<file path="src/include/radio_fe_params.svh">
`ifndef RADIO_FE_PARAMS_SVH
`define RADIO_FE_PARAMS_SVH

// sample layout
`define IQ_WIDTH         16
`define SAMPLE_WIDTH     32     // {i, q}, i in the upper half

// settings bus
`define SET_ADDR_WIDTH   8
`define SET_DATA_WIDTH   32
`define CHAN_SEL_WIDTH   2      // {board, channel on board}

// transmit front-end registers
`define SR_TX_FE_BASE    8'd224
`define SR_TX_OFFSET_I   (`SR_TX_FE_BASE + 8'd0)
`define SR_TX_OFFSET_Q   (`SR_TX_FE_BASE + 8'd1)
`define SR_TX_MUX        (`SR_TX_FE_BASE + 8'd4)

// receive front-end registers
`define SR_RX_FE_BASE    8'd232
`define SR_RX_OFFSET_I   (`SR_RX_FE_BASE + 8'd2)
`define SR_RX_OFFSET_Q   (`SR_RX_FE_BASE + 8'd3)
`define SR_RX_IQ_MAPPING (`SR_RX_FE_BASE + 8'd4)

`define SR_MISC_OUT      8'd16  // one per board

// mapping codes, used by the rx mapping and the tx mux alike
`define IQ_MAP_WIDTH     2
`define MAP_NORMAL       2'd0
`define MAP_SWAP         2'd1
`define MAP_I_ONLY       2'd2
`define MAP_Q_ONLY       2'd3   // q moves up, low half zeroed

`endif
</file>
<file path="src/logic/radio_fe_pkg.sv">
`include "radio_fe_params.svh"

package radio_fe_pkg;

   typedef logic signed [`IQ_WIDTH-1:0] iq_t;          // one I or Q component
   typedef logic [`SAMPLE_WIDTH-1:0]    sample_t;      // packed {i, q}
   typedef logic [`SET_ADDR_WIDTH-1:0]  set_addr_t;
   typedef logic [`SET_DATA_WIDTH-1:0]  set_data_t;
   typedef logic [`CHAN_SEL_WIDTH-1:0]  chan_sel_t;
   typedef logic [`IQ_MAP_WIDTH-1:0]    iq_map_t;

   //////////////////////////////////////////////////////////////////////
   // arithmetic shared by both front ends
   //////////////////////////////////////////////////////////////////////

   // clamp a one bit wider sum or difference into the iq_t range
   function automatic iq_t sat_iq(input logic signed [`IQ_WIDTH:0] val);
      iq_t result;
      if (val[`IQ_WIDTH] == val[`IQ_WIDTH-1]) begin
         result = val[`IQ_WIDTH-1:0];                   // no overflow
      end else if (val[`IQ_WIDTH]) begin
         result = {1'b1, {(`IQ_WIDTH-1){1'b0}}};        // most negative
      end else begin
         result = {1'b0, {(`IQ_WIDTH-1){1'b1}}};        // most positive
      end
      return result;
   endfunction

   // rearrange the components of one sample by mapping code
   function automatic sample_t remap_iq(input sample_t s, input iq_map_t code);
      logic [`IQ_WIDTH-1:0] i_part;
      logic [`IQ_WIDTH-1:0] q_part;
      sample_t              result;
      i_part = s[`SAMPLE_WIDTH-1:`IQ_WIDTH];
      q_part = s[`IQ_WIDTH-1:0];
      case (code)
         `MAP_NORMAL: result = {i_part, q_part};
         `MAP_SWAP:   result = {q_part, i_part};
         `MAP_I_ONLY: result = {i_part, {`IQ_WIDTH{1'b0}}};
         `MAP_Q_ONLY: result = {q_part, {`IQ_WIDTH{1'b0}}};
      endcase
      return result;
   endfunction

endpackage

</file>
<file path="src/logic/radio_frontend_core.sv">
`timescale 1ns/1ps
`include "radio_fe_params.svh"

// radio front-end slice, two daughterboards with two rx channels each
module radio_frontend_core (
   input  logic                    radio_clk,
   input  logic                    i_reset,
   // settings bus, broadcast to both boards
   input  logic                    i_set_stb,
   input  radio_fe_pkg::chan_sel_t i_set_chan,
   input  radio_fe_pkg::set_addr_t i_set_addr,
   input  radio_fe_pkg::set_data_t i_set_data,
   // converters
   input  radio_fe_pkg::sample_t   i_rx0,
   input  radio_fe_pkg::sample_t   i_rx1,
   input  radio_fe_pkg::sample_t   i_tx0,
   input  radio_fe_pkg::sample_t   i_tx1,
   output radio_fe_pkg::sample_t   o_rx_ch0,
   output radio_fe_pkg::sample_t   o_rx_ch1,
   output radio_fe_pkg::sample_t   o_rx_ch2,
   output radio_fe_pkg::sample_t   o_rx_ch3,
   output radio_fe_pkg::sample_t   o_tx0,
   output radio_fe_pkg::sample_t   o_tx1,
   output radio_fe_pkg::set_data_t o_misc_out0,
   output radio_fe_pkg::set_data_t o_misc_out1
);

   // board 0, channels 0 and 1
   db_frontend #(.DB_INDEX(0)) u_db0 (
      .radio_clk  (radio_clk),
      .i_reset    (i_reset),
      .i_set_stb  (i_set_stb),
      .i_set_chan (i_set_chan),
      .i_set_addr (i_set_addr),
      .i_set_data (i_set_data),
      .i_adc      (i_rx0),
      .i_tx       (i_tx0),
      .o_rx_a     (o_rx_ch0),
      .o_rx_b     (o_rx_ch1),
      .o_dac      (o_tx0),
      .o_misc_out (o_misc_out0)
   );

   // board 1, channels 2 and 3
   db_frontend #(.DB_INDEX(1)) u_db1 (
      .radio_clk  (radio_clk),
      .i_reset    (i_reset),
      .i_set_stb  (i_set_stb),
      .i_set_chan (i_set_chan),
      .i_set_addr (i_set_addr),
      .i_set_data (i_set_data),
      .i_adc      (i_rx1),
      .i_tx       (i_tx1),
      .o_rx_a     (o_rx_ch2),
      .o_rx_b     (o_rx_ch3),
      .o_dac      (o_tx1),
      .o_misc_out (o_misc_out1)
   );

endmodule

</file>
<file path="src/logic/db_frontend.sv">
`timescale 1ns/1ps
`include "radio_fe_params.svh"

// one daughterboard: settings decode, two rx channels on a shared adc,
// the tx path of the even channel and the misc output register
module db_frontend #(
   parameter int DB_INDEX = 0
) (
   input  logic                    radio_clk,
   input  logic                    i_reset,
   input  logic                    i_set_stb,
   input  radio_fe_pkg::chan_sel_t i_set_chan,
   input  radio_fe_pkg::set_addr_t i_set_addr,
   input  radio_fe_pkg::set_data_t i_set_data,
   input  radio_fe_pkg::sample_t   i_adc,
   input  radio_fe_pkg::sample_t   i_tx,
   output radio_fe_pkg::sample_t   o_rx_a,
   output radio_fe_pkg::sample_t   o_rx_b,
   output radio_fe_pkg::sample_t   o_dac,
   output radio_fe_pkg::set_data_t o_misc_out
);

   logic                    board_hit;    // strobe aimed at this board
   logic [1:0]              rx_stb_r;     // index is the channel bit
   logic                    misc_stb_r;
   radio_fe_pkg::set_addr_t set_addr_r;
   radio_fe_pkg::set_data_t set_data_r;

   //////////////////////////////////////////////////////////////////////
   // settings decode, one register stage
   //////////////////////////////////////////////////////////////////////

   // upper select bits name the board
   assign board_hit = i_set_stb && (i_set_chan[`CHAN_SEL_WIDTH-1:1] == DB_INDEX);

   always_ff @(posedge radio_clk) begin
      if (i_reset) begin
         rx_stb_r   <= '0;
         misc_stb_r <= 1'b0;
      end else begin
         rx_stb_r[0] <= board_hit && !i_set_chan[0];
         rx_stb_r[1] <= board_hit && i_set_chan[0];
         // misc register ignores the channel bit
         misc_stb_r  <= board_hit && (i_set_addr == `SR_MISC_OUT);
      end
   end

   always_ff @(posedge radio_clk) begin
      set_addr_r <= i_set_addr;
      set_data_r <= i_set_data;
   end

   //////////////////////////////////////////////////////////////////////
   // front ends
   //////////////////////////////////////////////////////////////////////

   rx_frontend u_rx_a (
      .radio_clk  (radio_clk),
      .i_reset    (i_reset),
      .i_set_stb  (rx_stb_r[0]),
      .i_set_addr (set_addr_r),
      .i_set_data (set_data_r),
      .i_adc      (i_adc),
      .o_rx       (o_rx_a)
   );

   rx_frontend u_rx_b (
      .radio_clk  (radio_clk),
      .i_reset    (i_reset),
      .i_set_stb  (rx_stb_r[1]),
      .i_set_addr (set_addr_r),
      .i_set_data (set_data_r),
      .i_adc      (i_adc),        // same adc stream as channel a
      .o_rx       (o_rx_b)
   );

   // only the even channel has a tx path, so it shares that strobe
   tx_frontend u_tx (
      .radio_clk  (radio_clk),
      .i_reset    (i_reset),
      .i_set_stb  (rx_stb_r[0]),
      .i_set_addr (set_addr_r),
      .i_set_data (set_data_r),
      .i_tx       (i_tx),
      .o_dac      (o_dac)
   );

   // misc output, drives the pins directly
   always_ff @(posedge radio_clk) begin
      if (i_reset) begin
         o_misc_out <= '0;
      end else if (misc_stb_r) begin
         o_misc_out <= set_data_r;
      end
   end

endmodule

</file>
<file path="src/logic/tx_frontend.sv">
`timescale 1ns/1ps
`include "radio_fe_params.svh"

// transmit correction for one channel
// stage one adds the dc offset, stage two is the output mux
module tx_frontend (
   input  logic                    radio_clk,
   input  logic                    i_reset,
   input  logic                    i_set_stb,
   input  radio_fe_pkg::set_addr_t i_set_addr,
   input  radio_fe_pkg::set_data_t i_set_data,
   input  radio_fe_pkg::sample_t   i_tx,
   output radio_fe_pkg::sample_t   o_dac
);

   radio_fe_pkg::iq_t         offset_i;
   radio_fe_pkg::iq_t         offset_q;
   radio_fe_pkg::iq_map_t     mux_code;     // same encoding as rx mapping

   radio_fe_pkg::iq_t         tx_i;
   radio_fe_pkg::iq_t         tx_q;
   logic signed [`IQ_WIDTH:0] sum_i;
   logic signed [`IQ_WIDTH:0] sum_q;
   radio_fe_pkg::sample_t     corrected;    // stage one output

   //////////////////////////////////////////////////////////////////////
   // settings registers
   //////////////////////////////////////////////////////////////////////

   always_ff @(posedge radio_clk) begin
      if (i_reset) begin
         offset_i <= '0;
         offset_q <= '0;
         mux_code <= `MAP_NORMAL;
      end else if (i_set_stb) begin
         case (i_set_addr)
            `SR_TX_OFFSET_I: begin
               offset_i <= radio_fe_pkg::iq_t'(i_set_data[`IQ_WIDTH-1:0]);
            end
            `SR_TX_OFFSET_Q: begin
               offset_q <= radio_fe_pkg::iq_t'(i_set_data[`IQ_WIDTH-1:0]);
            end
            `SR_TX_MUX: begin
               mux_code <= i_set_data[`IQ_MAP_WIDTH-1:0];
            end
            default: begin
               // ignore anything else on the bus
            end
         endcase
      end
   end

   //////////////////////////////////////////////////////////////////////
   // stage one, offset addition with saturation
   //////////////////////////////////////////////////////////////////////

   assign tx_i  = i_tx[`SAMPLE_WIDTH-1:`IQ_WIDTH];
   assign tx_q  = i_tx[`IQ_WIDTH-1:0];
   assign sum_i = tx_i + offset_i;
   assign sum_q = tx_q + offset_q;

   always_ff @(posedge radio_clk) begin
      if (i_reset) begin
         corrected <= '0;
      end else begin
         corrected <= {radio_fe_pkg::sat_iq(sum_i), radio_fe_pkg::sat_iq(sum_q)};
      end
   end

   //////////////////////////////////////////////////////////////////////
   // stage two, output mux toward the dac
   //////////////////////////////////////////////////////////////////////

   always_ff @(posedge radio_clk) begin
      if (i_reset) begin
         o_dac <= '0;
      end else begin
         o_dac <= radio_fe_pkg::remap_iq(corrected, mux_code);
      end
   end

endmodule

</file>
<file path="src/logic/rx_frontend.sv">
`timescale 1ns/1ps
`include "radio_fe_params.svh"

// receive correction for one channel
// stage one maps I/Q, stage two removes the dc offset
module rx_frontend (
   input  logic                    radio_clk,
   input  logic                    i_reset,
   input  logic                    i_set_stb,
   input  radio_fe_pkg::set_addr_t i_set_addr,
   input  radio_fe_pkg::set_data_t i_set_data,
   input  radio_fe_pkg::sample_t   i_adc,
   output radio_fe_pkg::sample_t   o_rx
);

   radio_fe_pkg::iq_t         offset_i;
   radio_fe_pkg::iq_t         offset_q;
   radio_fe_pkg::iq_map_t     iq_mapping;

   radio_fe_pkg::sample_t     mapped;       // stage one output
   radio_fe_pkg::iq_t         mapped_i;
   radio_fe_pkg::iq_t         mapped_q;
   logic signed [`IQ_WIDTH:0] diff_i;       // one guard bit for the clamp
   logic signed [`IQ_WIDTH:0] diff_q;

   //////////////////////////////////////////////////////////////////////
   // settings registers
   //////////////////////////////////////////////////////////////////////

   always_ff @(posedge radio_clk) begin
      if (i_reset) begin
         offset_i   <= '0;
         offset_q   <= '0;
         iq_mapping <= `MAP_NORMAL;
      end else if (i_set_stb) begin
         case (i_set_addr)
            `SR_RX_OFFSET_I: begin
               offset_i <= radio_fe_pkg::iq_t'(i_set_data[`IQ_WIDTH-1:0]);
            end
            `SR_RX_OFFSET_Q: begin
               offset_q <= radio_fe_pkg::iq_t'(i_set_data[`IQ_WIDTH-1:0]);
            end
            `SR_RX_IQ_MAPPING: begin
               iq_mapping <= i_set_data[`IQ_MAP_WIDTH-1:0];
            end
            default: begin
               // other front ends or unused addresses
            end
         endcase
      end
   end

   //////////////////////////////////////////////////////////////////////
   // stage one, I/Q mapping
   //////////////////////////////////////////////////////////////////////

   always_ff @(posedge radio_clk) begin
      if (i_reset) begin
         mapped <= '0;
      end else begin
         mapped <= radio_fe_pkg::remap_iq(i_adc, iq_mapping);
      end
   end

   //////////////////////////////////////////////////////////////////////
   // stage two, offset subtraction with saturation
   //////////////////////////////////////////////////////////////////////

   assign mapped_i = mapped[`SAMPLE_WIDTH-1:`IQ_WIDTH];
   assign mapped_q = mapped[`IQ_WIDTH-1:0];

   // both operands signed, so they sign extend to the guard bit
   assign diff_i = mapped_i - offset_i;
   assign diff_q = mapped_q - offset_q;

   always_ff @(posedge radio_clk) begin
      if (i_reset) begin
         o_rx <= '0;
      end else begin
         o_rx <= {radio_fe_pkg::sat_iq(diff_i), radio_fe_pkg::sat_iq(diff_q)};
      end
   end

endmodule

</file>
<file path="config.mk">
export PLATFORM = sky130hd
export DESIGN_NAME = radio_frontend_core
export DESIGN_NICKNAME = d
export VERILOG_FILES = /design/src/logic/radio_fe_pkg.sv /design/src/logic/radio_frontend_core.sv /design/src/logic/db_frontend.sv /design/src/logic/tx_frontend.sv /design/src/logic/rx_frontend.sv
export VERILOG_INCLUDE_DIRS = /design/src /design/src/include
export SDC_FILE = /design/constraint.sdc
export NUM_CORES = 2
export LEC_CHECK = 0
export BUFFER_PORTS_ARGS = -buffer_cell sky130_fd_sc_hd__buf_2
export CORE_MARGIN = 5
export CORE_UTILIZATION = 63
export CTS_BUF_LIST = sky130_fd_sc_hd__clkbuf_8 sky130_fd_sc_hd__clkbuf_16
export CTS_CLUSTER_SIZE = 30
export DETAILED_ROUTE_END_ITERATION = 10
export PLACE_DENSITY = 0.86
export SETUP_SLACK_MARGIN = 0.4
export SYNTH_ARGS = -nofsm -noshare
export SYNTH_HDL_FRONTEND = slang
export SYNTH_HIERARCHICAL = 1
export SYNTH_SLANG_ARGS = --single-unit
</file>
<file path="constraint.sdc">
create_clock -name radio_clk -period 5.4 [get_ports radio_clk]
set_clock_uncertainty 0.15 [all_clocks]
set_input_delay 1.08 -clock radio_clk [delete_from_list [all_inputs] [get_ports radio_clk]]
set_output_delay 1.08 -clock radio_clk [all_outputs]
set_load 0.005 [all_outputs]
</file>
==> impl_metrics.json <==
{
  "outcome": "completed",
  "area_delta_synth_final_pct": 14.9,
  "cts_resized": 0,
  "dr.pass1.iters": 6,
  "dp_slack_ns": 1.34,
  "ff2ff_setup_slack_ns": 1.85,
  "drc": 0,
  "core-area_sq_um": 55200,
  "ys_warn_count": 6,
  "final_antenna_net_count": 0,
  "nets": 4554,
  "die_w_um": 246,
  "max_slew.worst_pin.slew_ns": 1.09,
  "worst_slack_ns": 1.85,
  "root_buffer": "clkbuf_16",
  "num_io_pins": 429,
  "setup_tns_ns": 0,
  "postCtsSetupRepairBufs": 0,
  "drv_cap": 0,
  "top_layer": "met5",
  "cts.path.max_buffers": 3,
  "grt_setup_unrepaired": "no",
  "synthArstFlopShare_pct": 0,
  "grtUsageTotal_pct": 32.1,
  "port_buffers": 428,
  "setup-violations-final": 0,
  "grt_pass1_vias": 27800,
  "routed_wirelength_mm": 103,
  "end_kind": "flop",
  "final-hold-violation-count": 0,
  "crit_arrival_ns": 3.85,
  "globalplace.congestion": 0.988,
  "fillers": 3927,
  "slew_viol_final": 0,
  "worstPathRequired_ns": 5.70,
  "h-tree-depth": 3,
  "yosys_most_used_dff": "dfxtp_1",
  "grt_pass1_wl_mm": 155,
  "ys_seq_elements": 738,
  "drtIter0Drc": 2658,
  "cts.sinks": 738,
  "multi_input_area_sq_um": 18700,
  "dr_total_vias": 29700,
  "routed-wl-met3_mm": 9.04,
  "fmax_mhz": 282,
  "min_path_type": "reg -> reg",
  "mappedNetlistArea_sq_um": 35100,
  "wl_met1_mm": 43.2,
  "grt_start_max_net_pins": 154,
  "crit_type": "reg -> reg",
  "p_per_area_nw_per_um2": 330,
  "finalCriticalPeriod_ns": 3.55,
  "cp_max_fo": 12,
  "dp_hpwl_mm": 73.1,
  "synthesis.instances": 3839,
  "std_cell_rows": 86,
  "cp-start-kind": "flop",
  "synth_cell_types": 111,
  "holdBufCountCts": 0,
  "path_clk_slew_ns": 0.06,
  "met2_length_mm": 45.6,
  "die_h_um": 246,
  "syn_area_per_cell_sq_um": 9.14,
  "die_area_sq_um": 60500,
  "vdd.ir_drop.worst_uv": 335,
  "wire_per_inst_um": 20.6,
  "clock_latency_ns": 0.62,
  "leakagePower_uw": 0.0166,
  "slew_headroom_pct": 27.6,
  "seq_area_frac_synth_pct": 42.1,
  "seq_area_sq_um": 14800,
  "start_util_pct": 63.6,
  "synth_edf_count": 0,
  "fin_crit_sh_pct": 65.8,
  "gr-total-overflow": 0,
  "numCtsBuffers": 76,
  "viasPerCell": 5.94,
  "drive_gt1_share_pct": 16.1,
  "synth_nets": 4216,
  "cts_tree": "built",
  "antenna_found_initial": 18
}
## metal layers
layer  track usage, %  vias up
li1                 -    14100
met1             43.3    14000
met2             49.9     1306
met3             7.14      279
met4             14.2       14
met5                0        -
## worst paths after layout
check / from / depth (start not counted) / endpoint
worst min register to register: u_db0/u_tx/offset_q[2]$_SDFFE_PP0P_ / 2 / u_db0/u_tx/offset_q[2]$_SDFFE_PP0P_
worst min-delay path: u_db0/u_tx/offset_q[2]$_SDFFE_PP0P_ / 2 / u_db0/u_tx/offset_q[2]$_SDFFE_PP0P_
worst max-delay path: u_db1/u_rx_b/mapped[0]$_SDFF_PP0_ / 11 / u_db1/u_rx_b/o_rx[6]$_SDFF_PP0_
worst max register to register: u_db1/u_rx_b/mapped[0]$_SDFF_PP0_ / 11 / u_db1/u_rx_b/o_rx[6]$_SDFF_PP0_
## per-stage QoR
step	instances	power [uW]	hold slack [ns]	utilization [%]	cell area [sq um]
2_1_floorplan	3839	7020	0.286	-	35100
3_3_place_gp	4847	7600	0.293	68.0	37500
3_5_place_dp	4847	7620	0.302	68.0	37500
4_1_cts	4984	13300	0.311	73.0	40300
5_1_grt	4991	13800	0.326	73.1	40300
6_report	4996	13300	0.308	73.1	40300
## cells in the mapped netlist (25+ instances only)
master	n	area share, %
a211oi_1	28	0.60
a21o_1	62	1.3
a21oi_1	289	4.1
a31oi_1	32	0.57
and3_1	25	0.45
buf_2	37	0.53
clkbuf_1	125	1.3
dfxtp_1	738	42
ha_1	192	6.8
inv_1	200	2.1
mux2i_1	408	12
nand2_1	317	3.4
nand2b_1	44	0.78
nand3_1	53	0.76
nor2_1	518	5.5
nor3_1	32	0.46
o211ai_1	27	0.58
o21a_1	26	0.56
o21ai_0	106	1.5
xnor2_1	70	1.7
xor2_1	51	1.3
## cells in the final DEF (no fill, tap or decap), types with 44 or more instances in the layout
master,synthesis,layout
inv_1,200,210
nand2_1,317,317
xnor2_1,70,70
nand2b_1,44,44
dfxtp_1,738,730
nor2_1,518,518
buf_2,37,427
o21ai_0,106,106
a21o_1,62,62
mux2i_1,408,408
clkbuf_16,0,77
ha_1,192,192
xor2_1,51,51
nand3_1,53,53
a21oi_1,289,289
## worst max-delay path, stage by stage (launching register included)
cell,delay (ns)
dfxtp_1,0.29
inv_1,0.06
ha_1,0.16
inv_1,0.07
fa_1,0.41
a21o_1,0.19
a221oi_1,0.48
nor3_1,0.15
o21ai_0,0.21
a22oi_1,0.22
a21oi_1,0.77
o31ai_1,0.22
## cell type report
cell class	count	share of cell area (%)
clock inverters	46	1.62
clock buffers	91	5.25
repair buffers	450	5.81
inverters	200	1.86
multi-input cells	2711	46.4
flip-flops and latches	738	36.6
diodes	12	0.0744
well taps	748	2.32
## kinds of logic after synthesis
| group | synth area share [%] |
|---|---|
| xor+xnor | 3.02 |
| fa+ha+maj | 8.10 |
| flops | 42.1 |
| simple gates | 15.0 |
| buf+inv | 4.81 |
| mux | 11.9 |
| compound gates | 15.1 |
## power breakdown
group | internal (uW) | leakage, uW | switching, uW
sequential | 5740 | 0.00608 | 190
clock | 3530 | 0.00140 | 2220
combinational | 666 | 0.00916 | 970
total | 9930 | 0.0166 | 3380
No activity file was read; power rests on OpenSTA's default activity.
